$ cat src/axil_pkg.sv
package axil_pkg;

   // Bus geometry
   localparam int addr_w = 8;
   localparam int data_w = 32;
   localparam int strb_w = data_w / 8;

   // Response codes returned on B and R
   typedef enum logic [1:0]
   {
      resp_okay   = 2'b00,
      resp_slverr = 2'b10
   } resp_e;

   // Write channel FSM
   typedef enum logic [1:0]
   {
      wr_idle,
      wr_accept,
      wr_resp
   } wr_state_e;

   // Read channel FSM
   typedef enum logic
   {
      rd_idle,
      rd_data
   } rd_state_e;

endpackage

$ cat src/adder_pkg.sv
package adder_pkg;

   // Register map
   localparam logic [axil_pkg::addr_w-1:0] off_op_a   = 8'h00;
   localparam logic [axil_pkg::addr_w-1:0] off_op_b   = 8'h04;
   localparam logic [axil_pkg::addr_w-1:0] off_sum    = 8'h08;
   localparam logic [axil_pkg::addr_w-1:0] off_status = 8'h0C;

   // One-cycle operand write request
   typedef struct packed
   {
      logic                          sel_a;
      logic                          sel_b;
      logic [axil_pkg::data_w-1:0]   data;
      logic [axil_pkg::strb_w-1:0]   strb;
   } operand_wr_t;

   // Registered adder output
   typedef struct packed
   {
      logic [axil_pkg::data_w-1:0]   sum;
      logic                          carry;
      logic                          current;
   } adder_result_t;

endpackage

$ cat src/adder_execute.sv
`timescale 1ns/1ps

module adder_execute
   import axil_pkg::*, adder_pkg::*;
(
   input  logic          s2_axi_aclk,
   input  logic          arst_n,
   input  operand_wr_t   op_wr,
   output adder_result_t result
);

   logic [data_w-1:0] op_a;
   logic [data_w-1:0] op_b;
   logic              fresh_a;
   logic              fresh_b;
   logic [data_w:0]   full_sum;
   adder_result_t     result_q;

   // Byte lane merge under write strobes
   function automatic logic [data_w-1:0] merge_bytes(
      input logic [data_w-1:0] old_val,
      input logic [data_w-1:0] new_val,
      input logic [strb_w-1:0] strb
   );
      logic [data_w-1:0] merged;
      merged = old_val;
      for (int i = 0; i < strb_w; i++)
      begin
         if (strb[i])
         begin
            merged[8*i +: 8] = new_val[8*i +: 8];
         end
      end
      return merged;
   endfunction

   assign full_sum = {1'b0, op_a} + {1'b0, op_b};

   always_ff @(posedge s2_axi_aclk or negedge arst_n)
   begin
      if (!arst_n)
      begin
         op_a     <= '0;
         op_b     <= '0;
         fresh_a  <= 1'b0;
         fresh_b  <= 1'b0;
         result_q <= '0;
      end
      else
      begin
         if (fresh_a && fresh_b)
         begin
            result_q.sum     <= full_sum[data_w-1:0];
            result_q.carry   <= full_sum[data_w];
            result_q.current <= 1'b1;
            fresh_a          <= 1'b0;
            fresh_b          <= 1'b0;
         end
         // A new write overrides freshness and invalidates the result
         if (op_wr.sel_a)
         begin
            op_a             <= merge_bytes(op_a, op_wr.data, op_wr.strb);
            fresh_a          <= 1'b1;
            result_q.current <= 1'b0;
         end
         if (op_wr.sel_b)
         begin
            op_b             <= merge_bytes(op_b, op_wr.data, op_wr.strb);
            fresh_b          <= 1'b1;
            result_q.current <= 1'b0;
         end
      end
   end

   assign result = result_q;

   a_result_after_fresh: assert property (@(posedge s2_axi_aclk) disable iff (!arst_n)
      $changed({result_q.sum, result_q.carry}) |-> $past(fresh_a && fresh_b));

endmodule

$ cat src/adder_top.sv
`timescale 1ns/1ps

module adder_top
   import axil_pkg::*, adder_pkg::*;
(
   input  logic                s2_axi_aclk,
   input  logic                arst_n,
   input  logic [addr_w-1:0]   s2_axi_awaddr,
   input  logic                s2_axi_awvalid,
   output logic                s2_axi_awready,
   input  logic [data_w-1:0]   s2_axi_wdata,
   input  logic [strb_w-1:0]   s2_axi_wstrb,
   input  logic                s2_axi_wvalid,
   output logic                s2_axi_wready,
   output resp_e               s2_axi_bresp,
   output logic                s2_axi_bvalid,
   input  logic                s2_axi_bready,
   input  logic [addr_w-1:0]   s2_axi_araddr,
   input  logic                s2_axi_arvalid,
   output logic                s2_axi_arready,
   output logic [data_w-1:0]   s2_axi_rdata,
   output resp_e               s2_axi_rresp,
   output logic                s2_axi_rvalid,
   input  logic                s2_axi_rready
);

   operand_wr_t   op_wr;
   adder_result_t result;

   axil_write_decode u_write_decode (
      .s2_axi_aclk (s2_axi_aclk),
      .arst_n      (arst_n),
      .awaddr      (s2_axi_awaddr),
      .awvalid     (s2_axi_awvalid),
      .awready     (s2_axi_awready),
      .wdata       (s2_axi_wdata),
      .wstrb       (s2_axi_wstrb),
      .wvalid      (s2_axi_wvalid),
      .wready      (s2_axi_wready),
      .bresp       (s2_axi_bresp),
      .bvalid      (s2_axi_bvalid),
      .bready      (s2_axi_bready),
      .op_wr       (op_wr)
   );

   adder_execute u_execute (
      .s2_axi_aclk (s2_axi_aclk),
      .arst_n      (arst_n),
      .op_wr       (op_wr),
      .result      (result)
   );

   axil_read_result u_read_result (
      .s2_axi_aclk (s2_axi_aclk),
      .arst_n      (arst_n),
      .araddr      (s2_axi_araddr),
      .arvalid     (s2_axi_arvalid),
      .arready     (s2_axi_arready),
      .rdata       (s2_axi_rdata),
      .rresp       (s2_axi_rresp),
      .rvalid      (s2_axi_rvalid),
      .rready      (s2_axi_rready),
      .result      (result)
   );

endmodule

$ cat src/axil_read_result.sv
`timescale 1ns/1ps

module axil_read_result
   import axil_pkg::*, adder_pkg::*;
(
   input  logic                s2_axi_aclk,
   input  logic                arst_n,
   input  logic [addr_w-1:0]   araddr,
   input  logic                arvalid,
   output logic                arready,
   output logic [data_w-1:0]   rdata,
   output resp_e               rresp,
   output logic                rvalid,
   input  logic                rready,
   input  adder_result_t       result
);

   rd_state_e         state;
   logic              ar_xfer;
   logic [data_w-1:0] status_word;

   assign ar_xfer     = arvalid && arready;
   assign status_word = {{(data_w-2){1'b0}}, result.current, result.carry};

   always_ff @(posedge s2_axi_aclk or negedge arst_n)
   begin
      if (!arst_n)
      begin
         state   <= rd_idle;
         arready <= 1'b1;
         rvalid  <= 1'b0;
      end
      else
      begin
         case (state)
            rd_idle:
            begin
               if (ar_xfer)
               begin
                  arready <= 1'b0;
                  rvalid  <= 1'b1;
                  state   <= rd_data;
               end
            end
            rd_data:
            begin
               // Hold the beat until the master takes it
               if (rready)
               begin
                  rvalid  <= 1'b0;
                  arready <= 1'b1;
                  state   <= rd_idle;
               end
            end
            default:
            begin
               state <= rd_idle;
            end
         endcase
      end
   end

   // Read data and response captured on the address transfer
   always_ff @(posedge s2_axi_aclk)
   begin
      if (ar_xfer)
      begin
         case (araddr)
            off_sum:
            begin
               rdata <= result.sum;
               rresp <= resp_okay;
            end
            off_status:
            begin
               rdata <= status_word;
               rresp <= resp_okay;
            end
            default:
            begin
               rdata <= '0;
               rresp <= resp_slverr;
            end
         endcase
      end
   end

   a_r_hold: assert property (@(posedge s2_axi_aclk) disable iff (!arst_n)
      rvalid && !rready |=> rvalid && $stable(rdata) && $stable(rresp));

endmodule

$ cat src/axil_write_decode.sv
`timescale 1ns/1ps

module axil_write_decode
   import axil_pkg::*, adder_pkg::*;
(
   input  logic                s2_axi_aclk,
   input  logic                arst_n,
   input  logic [addr_w-1:0]   awaddr,
   input  logic                awvalid,
   output logic                awready,
   input  logic [data_w-1:0]   wdata,
   input  logic [strb_w-1:0]   wstrb,
   input  logic                wvalid,
   output logic                wready,
   output resp_e               bresp,
   output logic                bvalid,
   input  logic                bready,
   output operand_wr_t         op_wr
);

   wr_state_e state;
   logic      hit_a;
   logic      hit_b;

   // Address decode holds while the master keeps awaddr
   assign hit_a = (awaddr == off_op_a);
   assign hit_b = (awaddr == off_op_b);

   // Request is live only during the accept cycle
   assign op_wr.sel_a = (state == wr_accept) && hit_a;
   assign op_wr.sel_b = (state == wr_accept) && hit_b;
   assign op_wr.data  = wdata;
   assign op_wr.strb  = wstrb;

   always_ff @(posedge s2_axi_aclk or negedge arst_n)
   begin
      if (!arst_n)
      begin
         state   <= wr_idle;
         awready <= 1'b0;
         wready  <= 1'b0;
         bvalid  <= 1'b0;
      end
      else
      begin
         case (state)
            wr_idle:
            begin
               // Wait for both halves of the write
               if (awvalid && wvalid)
               begin
                  awready <= 1'b1;
                  wready  <= 1'b1;
                  state   <= wr_accept;
               end
            end
            wr_accept:
            begin
               awready <= 1'b0;
               wready  <= 1'b0;
               bvalid  <= 1'b1;
               state   <= wr_resp;
            end
            wr_resp:
            begin
               if (bready)
               begin
                  bvalid <= 1'b0;
                  state  <= wr_idle;
               end
            end
            default:
            begin
               state <= wr_idle;
            end
         endcase
      end
   end

   // Response code captured at the transfer edge
   always_ff @(posedge s2_axi_aclk)
   begin
      if (state == wr_accept)
      begin
         bresp <= (hit_a || hit_b) ? resp_okay : resp_slverr;
      end
   end

   a_b_hold: assert property (@(posedge s2_axi_aclk) disable iff (!arst_n)
      bvalid && !bready |=> bvalid && $stable(bresp));

   a_ready_only_accept: assert property (@(posedge s2_axi_aclk) disable iff (!arst_n)
      (awready || wready) |-> (state == wr_accept));

   a_sel_onehot: assert property (@(posedge s2_axi_aclk) disable iff (!arst_n)
      $onehot0({op_wr.sel_a, op_wr.sel_b}));

endmodule

$ cat config.mk
export PLATFORM = sky130hd
export DESIGN_NAME = adder_top
export DESIGN_NICKNAME = d
export VERILOG_FILES = /design/src/axil_pkg.sv /design/src/adder_pkg.sv /design/src/adder_execute.sv /design/src/adder_top.sv /design/src/axil_read_result.sv /design/src/axil_write_decode.sv
export SDC_FILE = /design/constraint.sdc
export NUM_CORES = 1
export LEC_CHECK = 0
export BUFFER_PORTS_ARGS = -buffer_cell sky130_fd_sc_hd__buf_2
export CORE_MARGIN = 5
export CORE_UTILIZATION = 46
export CTS_CLUSTER_DIAMETER = 120
export DETAILED_ROUTE_END_ITERATION = 10
export GPL_TIMING_DRIVEN = 1
export PLACE_DENSITY = 0.66
export RECOVER_POWER = 25
export SYNTH_ARGS = -nofsm -noshare
export SYNTH_HDL_FRONTEND = slang
export SYNTH_HIERARCHICAL = 1
export SYNTH_SLANG_ARGS = --single-unit
$ cat constraint.sdc
create_clock -name s2_axi_aclk -period 5 [get_ports s2_axi_aclk]
set_input_delay 0.75 -clock s2_axi_aclk [delete_from_list [all_inputs] [get_ports s2_axi_aclk]]
set_output_delay 0.75 -clock s2_axi_aclk [all_outputs]
set_load 0.02 [all_outputs]
Word-level counts from Yosys, hierarchy flattened. Index checks and enable logic that the tools add are counted.

Input port bits: 59. Output and inout port bits: 41. Word-level logic and storage cells: 84. Bits in registers: 143.

Add/sub/neg operators: 1. Bitwise operators: 1. Muxes and demuxes: 25. Equality and inequality tests: 9. Reductions and logical operators: 26.

Operators by type and width (number): 32-bit one-hot mux with 2 select lines (1); 32-bit by 32-bit adder with 33-bit output (1); 2-bit AND reduction (12); 8-bit by 4-bit == test with 1-bit output (second input constant) (2); 1-bit two-way mux (14); 1-bit one-hot mux with 2 select lines (5); 8-bit by 3-bit == test with 1-bit output (second input constant) (1); 8-bit logical NOT (1); 2-bit two-way mux (4); 2-bit nonzero test (4); 2-bit one-hot mux with 3 select lines (1); 1-bit logical AND (5); 2-bit by 1-bit != test with 1-bit output (second input constant) (2); 2-bit != test (second input constant) (2); 3-bit nonzero test (1); 2-bit by 1-bit == test with 1-bit output (second input constant) (1); 2-bit == test (second input constant) (1); 2-bit logical NOT (1); 2-bit OR reduction (1); 1-bit logical OR (1); 1-bit NOT (1).

Depth between registers and ports, before layout. Gate-level depths: netlist (run 1).

Depth after elaboration: 4. Gate-level depth with buffers: 9. Gate-level depth less buffers: 9.

By module. The synthesis (run 1) kept the hierarchy.

Modules (own cells, without submodules): adder_execute (sequential area each 2502.4 sq um, cells an instance 505, times used 1, area an instance 5431.5 sq um); axil_read_result (sequential area each 1067.3 sq um, cells an instance 122, times used 1, area an instance 1709.1 sq um); axil_write_decode (sequential area each 130.1 sq um, cells an instance 59, times used 1, area an instance 518.0 sq um).

Worst setup path before layout (run 1). Ideal clock, no wire load.

Path kind: reg-to-reg. Start: register u_execute.op_a[0]. End: register u_execute.result_q, in the netlist u_execute/result[32]. Setup slack: 2.449 ns. Library setup time: 0.069 ns. Buffers on the path: 0. Stages on the path, launching flop included: 10. Data required time: 4.931 ns. Clock period less this slack: 2.551 ns. Arrival time: 2.482 ns. Cells stage by stage: dfrtp_1 ha_1 fa_1 a211oi_1 o31ai_2 a31o_2 a32o_1 a21o_1 or3_1 nand3b_1.

Longest elaborated chain between the ends: 1.

Ends and longest elaborated chain: start, declared (RTL line adder_execute.sv:12) `logic [data_w-1:0] op_a;`; start signal, assigned (RTL line adder_execute.sv:62) `op_a <= merge_bytes(op_a, op_wr.data, op_wr.strb);`; 32-bit by 32-bit adder with 33-bit output (RTL line adder_execute.sv:37) `assign full_sum = {1'b0, op_a} + {1'b0, op_b};`; end, declared (RTL line adder_execute.sv:17) `adder_result_t result_q;`.

No other way between the ends. A chain may end at the register's enable or synchronous reset.

Worst setup path in the final report (run 1). Ends and elaborated chain as after synthesis.

==> results of run 1 <==
worst paths after layout:
path                                            from                     to  slack [ps]  cells after the start
worst max register to register     u_execute/op_a[0]   u_execute/result[32]        2240                      9
worst max-delay path               u_execute/op_a[0]   u_execute/result[32]        2240                      9
min in group s2_axi_aclk        u_execute/result[26]   u_execute/result[26]         480                      2
worst min-delay path                          arst_n      u_execute/fresh_a         460                      1
worst min register to register  u_execute/result[26]   u_execute/result[26]         480                      2
max in group asynchronous                     arst_n  u_read_result/arready        3520                      2
critical path, stage by stage, from the launching register on:
cell and delay [ps]:
dfrtp_1 370, ha_1 240, fa_1 430, a211oi_1 320, o31ai_2 150, a31o_2 300
a32o_1 250, a21o_1 190, or3_1 350, nand3b_1 80
layout make-up:
type                       instances  area [um^2]  area share (%)
multi-input combinational        438         3340            38.6
tap                              220          275            3.18
sequential                       141         3700            42.7
clock buffer                      25          538            6.21
inverter                          41          154            1.78
timing repair buffer             102          526            6.07
clock inverter                     7          123            1.42
power breakdown:
group          leakage, nW  switching [mW]  total (mW)  internal, mW
combinational         1.89           0.157       0.233        0.0755
sequential            1.78          0.0271        1.28          1.25
clock                0.316           0.457        1.36         0.899
metrics by stage:
stage               util [%]  cell area [um^2]
floorplan                  -              7660
global placement        48.6              8000
detailed placement      48.6              8000
CTS                     52.6              8660
global route            52.6              8660
finish                  52.6              8660
cells by family after synthesis:
kind of cell,Yosys count,share of synthesized area [%]
simple gates,168,13.1
compound gates,145,12.6
flops,141,48.3
buf+inv,107,8.01
mux,67,9.80
fa+ha+maj,33,5.49
xor+xnor,23,2.63
other cells,2,0.0981
per-layer routing:
layer | vias up | routed length [um]
met5 | - | 0
met4 | 0 | 197
met3 | 12 | 956
met2 | 151 | 6810
met1 | 2449 | 7200
li1 | 2528 | -
flip-flops by register name, summed over array words and instances (netlist names):
name,count
u_execute/fresh_b,1
u_write_decode/bvalid,1
u_read_result/rresp,1
u_execute/result,34
u_read_result/rvalid,1
u_read_result/rdata,32
u_read_result/state,1
u_execute/fresh_a,1
u_write_decode/state,2
u_write_decode/bresp,1
u_execute/op_b,32
u_execute/op_a,32
u_read_result/arready,1
u_write_decode/wready,1
Yosys cell counts, drive strengths merged, types with 4 or more instances:
master | n | share of area, %
o31ai | 5 | 0.56
nor3 | 37 | 4.6
a21o | 19 | 1.9
inv | 41 | 2.0
xor2 | 12 | 1.4
nand3 | 9 | 0.59
mux2 | 64 | 9.4
a21oi | 38 | 2.5
o21ai | 42 | 2.8
nand4 | 7 | 0.57
dfrtp | 106 | 35
o2111ai | 4 | 0.54
buf | 52 | 5.3
and3 | 5 | 0.42
a211oi | 4 | 0.39
nand2 | 62 | 3.0
clkbuf | 14 | 0.69
nor2 | 19 | 0.93
xnor2 | 11 | 1.3
ha | 32 | 5.2
or4 | 5 | 0.59
edfxtp | 34 | 13
o211ai | 4 | 0.39
==> results.json, run 1 <==
{
  "cts_buffer_depth": 2,
  "vias_per_cell": 5.28,
  "p_leak_nw": 3.99,
  "nFillCells": 1454,
  "globalRouteMet2Util_pct": 24.6,
  "syn_inst": 686,
  "antenna_found_initial": 0,
  "grt_pass1_vias": 5163,
  "clkLatencyLatePin_ps": 420,
  "post-cts-setup-buffers": 0,
  "grt_setup_unrepaired": "no",
  "setup_tns_ps": 0,
  "grtUsageTotal_pct": 16.5,
  "grt-ovfl-total": 0,
  "drtIter0Drc": 241,
  "worst_pin_slew_ps": 1120,
  "cts.sinks": 141,
  "cp-end-kind": "flop",
  "startpoint_type": "flop",
  "drt-total-wl_um": 15200,
  "outcome": "finished, final reports clean",
  "hp-class": "in2async",
  "syn_nets": 778,
  "rows": 47,
  "synthFlopType": "dfrtp_1",
  "crit_fanout": 5,
  "holdWs_ps": 459,
  "grt_use_met3_pct": 4.34,
  "slew_violations": 0,
  "cts_resized": 0,
  "hold_violations": 0,
  "drive_above_1_share_pct": 32.2,
  "final_cells": 974,
  "cp.required_ps": 5350,
  "yosysSeqAreaShare_pct": 48.3,
  "synthToLayoutAreaGrowth_pct": 13.0,
  "drc": 0,
  "clkTransAtPathRegs_ps": 60,
  "wl_per_cell_um": 15.6,
  "start_util_pct": 46.5,
  "use_met1_pct": 23.0,
  "setup-violations-final": 0,
  "finalWorstSetupSlack_ps": 2240,
  "hpwl_um": 11500,
  "syn_area_um2": 7660,
  "pre_cts_slack_ps": 2270,
  "fin_total_pwr_mw": 2.87,
  "post-route-period-util_pct": 55.2,
  "antenna_cells": 0,
  "nets": 833,
  "cap_violations": 0,
  "io_buffers": 97,
  "io_pins": 100,
  "vias": 5140,
  "htreeDepth": 4,
  "ant_nets": 0,
  "die_area_um2": 19300,
  "dp.cells": 942,
  "final_cell_mix": "dfrtp_1 (106), buf_2 (96), mux2_2 (64)",
  "grt_max_degree": 73,
  "die_h_um": 139,
  "ys_warn_count": 6,
  "power_density_nw_per_um2": 331,
  "synth_edf_count": 34,
  "fin_crit_ps": 2760,
  "ctsHoldBuffers": 0,
  "cts_root_buf": "clkbuf_16",
  "peakVddDrop_mv": 0.240,
  "ys_ff_latch": 141,
  "slew_headroom_pct": 25.0,
  "syn_avg_cell_area_um2": 11.2,
  "skew_ps": 9.24,
  "async_flop_share_pct": 75.9,
  "cts_tree": "done",
  "core-area_um2": 16500,
  "die_w_um": 139,
  "cp.arrival_ps": 3110,
  "dr.pass1.iters": 5,
  "grt_pass1_wl_um": 25900,
  "synth.distinct_cells": 76,
  "place.gp.congestion": 0.840,
  "cts_buffers": 17,
  "fmax_ghz": 0.362,
  "busiest_layer": "met2",
  "final_common_cell": "dfrtp_1",
  "critical_path_class": "reg2reg"
}
(Power assumes the default switching activity.)
==> run 2, diff against run 1 <==
ABC_AREA = 1   (was not set)
PLACE_DENSITY = 0.65   (was 0.66)
clock period = 2.8 ns   (was 5 ns; I/O delays follow)
==> run 2 against run 1 <==
Non-clock buffer count stayed put; critical endpoint is now u_execute/result[30]; design area is 8.8% higher; combinational power is 110% higher; critical path depth is 1 higher.
==> results.json, run 2 <==
{
  "drive_above_1_share_pct": 19.9,
  "peakVddDrop_mv": 0.410,
  "crit_top_cell": "nand3_1",
  "cp.arrival_ps": 2320,
  "hold_violations": 0,
  "cts_resized": 0,
  "place.gp.congestion": 0.903,
  "skew_ps": 8.25,
  "startpoint_type": "flop",
  "grt_pass1_vias": 6233,
  "nFillCells": 1779,
  "grt_max_degree": 53,
  "cpLargestDelayFamily": "simple AND/OR/NAND/NOR gates",
  "syn_avg_cell_area_um2": 7.89,
  "critPathLaunch": "u_execute/op_a[0]",
  "cts_buffers": 17,
  "largest_reg_flops": 34,
  "cts_root_buf": "clkbuf_16",
  "vias": 6408,
  "grt_pass1_wl_um": 30300,
  "power_density_nw_per_um2": 511,
  "cts_buffer_depth": 2,
  "grt-ovfl-total": 0,
  "cts_tree": "done",
  "cp-end-kind": "flop",
  "cp_num_cells": 10,
  "r2r_setup_slack_ps": 780,
  "die_h_um": 146,
  "cpMaxStageDelayCell": "fa_1",
  "hpwl_um": 13300,
  "syn_area_um2": 8500,
  "yosysTopAreaCell": "dfrtp_1",
  "hp-class": "in2reg",
  "synthToLayoutAreaGrowth_pct": 10.9,
  "worst-path-buf-inv": 0,
  "crit_path_end": "u_execute/result[30]",
  "io_buffers": 97,
  "synth_area_leaders": "dfrtp_1 (31%), nand2_1 (15%), edfxtp_1 (12%), inv_1 (7.9%), ha_1 (4.7%)",
  "r2r_start": "u_execute/op_a[0]",
  "start_util_pct": 47.0,
  "grt_setup_unrepaired": "no",
  "final_cell_mix": "nand2_1 (336), inv_1 (179), dfrtp_1 (106)",
  "htreeDepth": 4,
  "antenna_found_initial": 0,
  "syn_nets": 1169,
  "post-route-period-util_pct": 72.2,
  "syn_inst": 1077,
  "critical_path_class": "reg2reg",
  "ys_ff_latch": 141,
  "setup_tns_ps": 0,
  "rows": 49,
  "crit_fanout": 5,
  "ant_nets": 0,
  "vias_per_cell": 4.64,
  "wl_per_cell_um": 12.7,
  "rr_worst_depth": 10,
  "yosysMostFrequentCell": "nand2_1",
  "clkLatencyLatePin_ps": 420,
  "rr_endpoint": "u_execute/result[30]",
  "die_area_um2": 21300,
  "cap_violations": 0,
  "fin_total_pwr_mw": 4.82,
  "drc": 0,
  "cp.required_ps": 3100,
  "synth_edf_count": 34,
  "die_w_um": 146,
  "ctsHoldBuffers": 0,
  "worstPathCellList": "ha_1, fa_1, nand3_1, nand3_1, nand3_1, nand3_2, nand2_1, nand3_1, nand3_1, nand2_1",
  "synth_top_cell_area_share_pct": 31.2,
  "p_leak_nw": 4.91,
  "nets": 1233,
  "synthFlopType": "dfrtp_1",
  "synth_commonest_cells": "nand2_1 (336), inv_1 (179), dfrtp_1 (106), o21ai_0 (73)",
  "drt-total-wl_um": 17500,
  "grtUsageTotal_pct": 17.4,
  "io_pins": 100,
  "async_flop_share_pct": 75.9,
  "final_common_cell": "nand2_1",
  "critPathMaxStageDelay_ps": 450,
  "hold_depth": 2,
  "worst_pin_slew_ps": 1350,
  "drtIter0Drc": 304,
  "outcome": "finished, final reports clean",
  "fmax_ghz": 0.495,
  "clkTransAtPathRegs_ps": 60,
  "yosysSeqAreaShare_pct": 43.5,
  "dr.pass1.iters": 6,
  "slew_violations": 0,
  "synth.distinct_cells": 40,
  "cts.sinks": 141,
  "core-area_um2": 18100,
  "post-cts-setup-buffers": 0,
  "fin_crit_ps": 2020,
  "slew_headroom_pct": 9.70,
  "setup-violations-final": 0,
  "antenna_cells": 0,
  "ys_warn_count": 6
}
==> run 2: cell count changes after synthesis, moves of 15 or more <==
cell	previous run	this run
nand2_1	62	336
inv_1	41	179
mux2_2	64	0
nand3_1	9	46
o21ai_0	40	73
nor2_4	0	32
nor2_1	19	46
nor3_2	27	3
nand2_2	0	22
a21oi_1	38	22
a21o_1	17	2
==> run 2: worst min path at each step <==
stage,startpoint,endpoint,slack [ps]
finish,s2_axi_bready,u_write_decode/state[1],210
global route,s2_axi_bready,u_write_decode/state[1],210
CTS,arst_n,u_write_decode/wready,50
detailed placement,u_execute/result[18],u_execute/result[18],470
global placement,u_execute/fresh_a,u_execute/fresh_b,460
floorplan,arst_n,u_execute/fresh_a,120
==> run 2: kinds of logic after synthesis <==
group | Yosys count | share of synthesized area (%)
simple gates | 521 | 29.2
buf+inv | 249 | 13.4
flops | 141 | 43.5
compound gates | 118 | 7.51
fa+ha+maj | 33 | 4.95
xor+xnor | 13 | 1.34
other cells | 2 | 0.0884
==> run 2: layout make-up <==
class                      instances  area (um^2)  share of cell area, %
multi-input combinational        687         3650                   38.8
clock inverter                    14          105                   1.12
timing repair buffer             102          532                   5.64
clock buffer                      17          425                   4.51
sequential                       141         3700                   39.3
tap                              229          287                   3.04
inverter                         192          721                   7.65
==> run 2: through the flow <==
stage / cell area, um^2 / hold WS (ps) / instances / setup WS (ps) / util [%]
after floorplan: 8500 / 124 / 1077 / 968 / -
after global placement: 8900 / 462 / 1351 / 822 / 49.2
after detailed placement: 8900 / 467 / 1351 / 780 / 49.2
after CTS: 9430 / 50.2 / 1382 / 760 / 52.2
after global routing: 9420 / 211 / 1382 / 591 / 52.1
final: 9420 / 212 / 1382 / 779 / 52.1
==> run 2: power by group <==
| part | total, mW | switching (mW) | internal (mW) |
|---|---|---|---|
| sequential | 2.30 | 0.0430 | 2.26 |
| combinational | 0.488 | 0.341 | 0.147 |
| clock | 2.03 | 0.835 | 1.20 |
| total | 4.82 | 1.22 | 3.60 |
==> run 2: per-layer routing <==
metal  share of wire, %  wire, um  up-vias  GRT usage (%)
li1                   -         -     3411              -
met2                 43      7590      150           26.2
met1                 49      8600     2823           24.6
met4                1.9       333        0           6.22
met5                  0         0        -              0
met3                5.7      1010       24           3.89
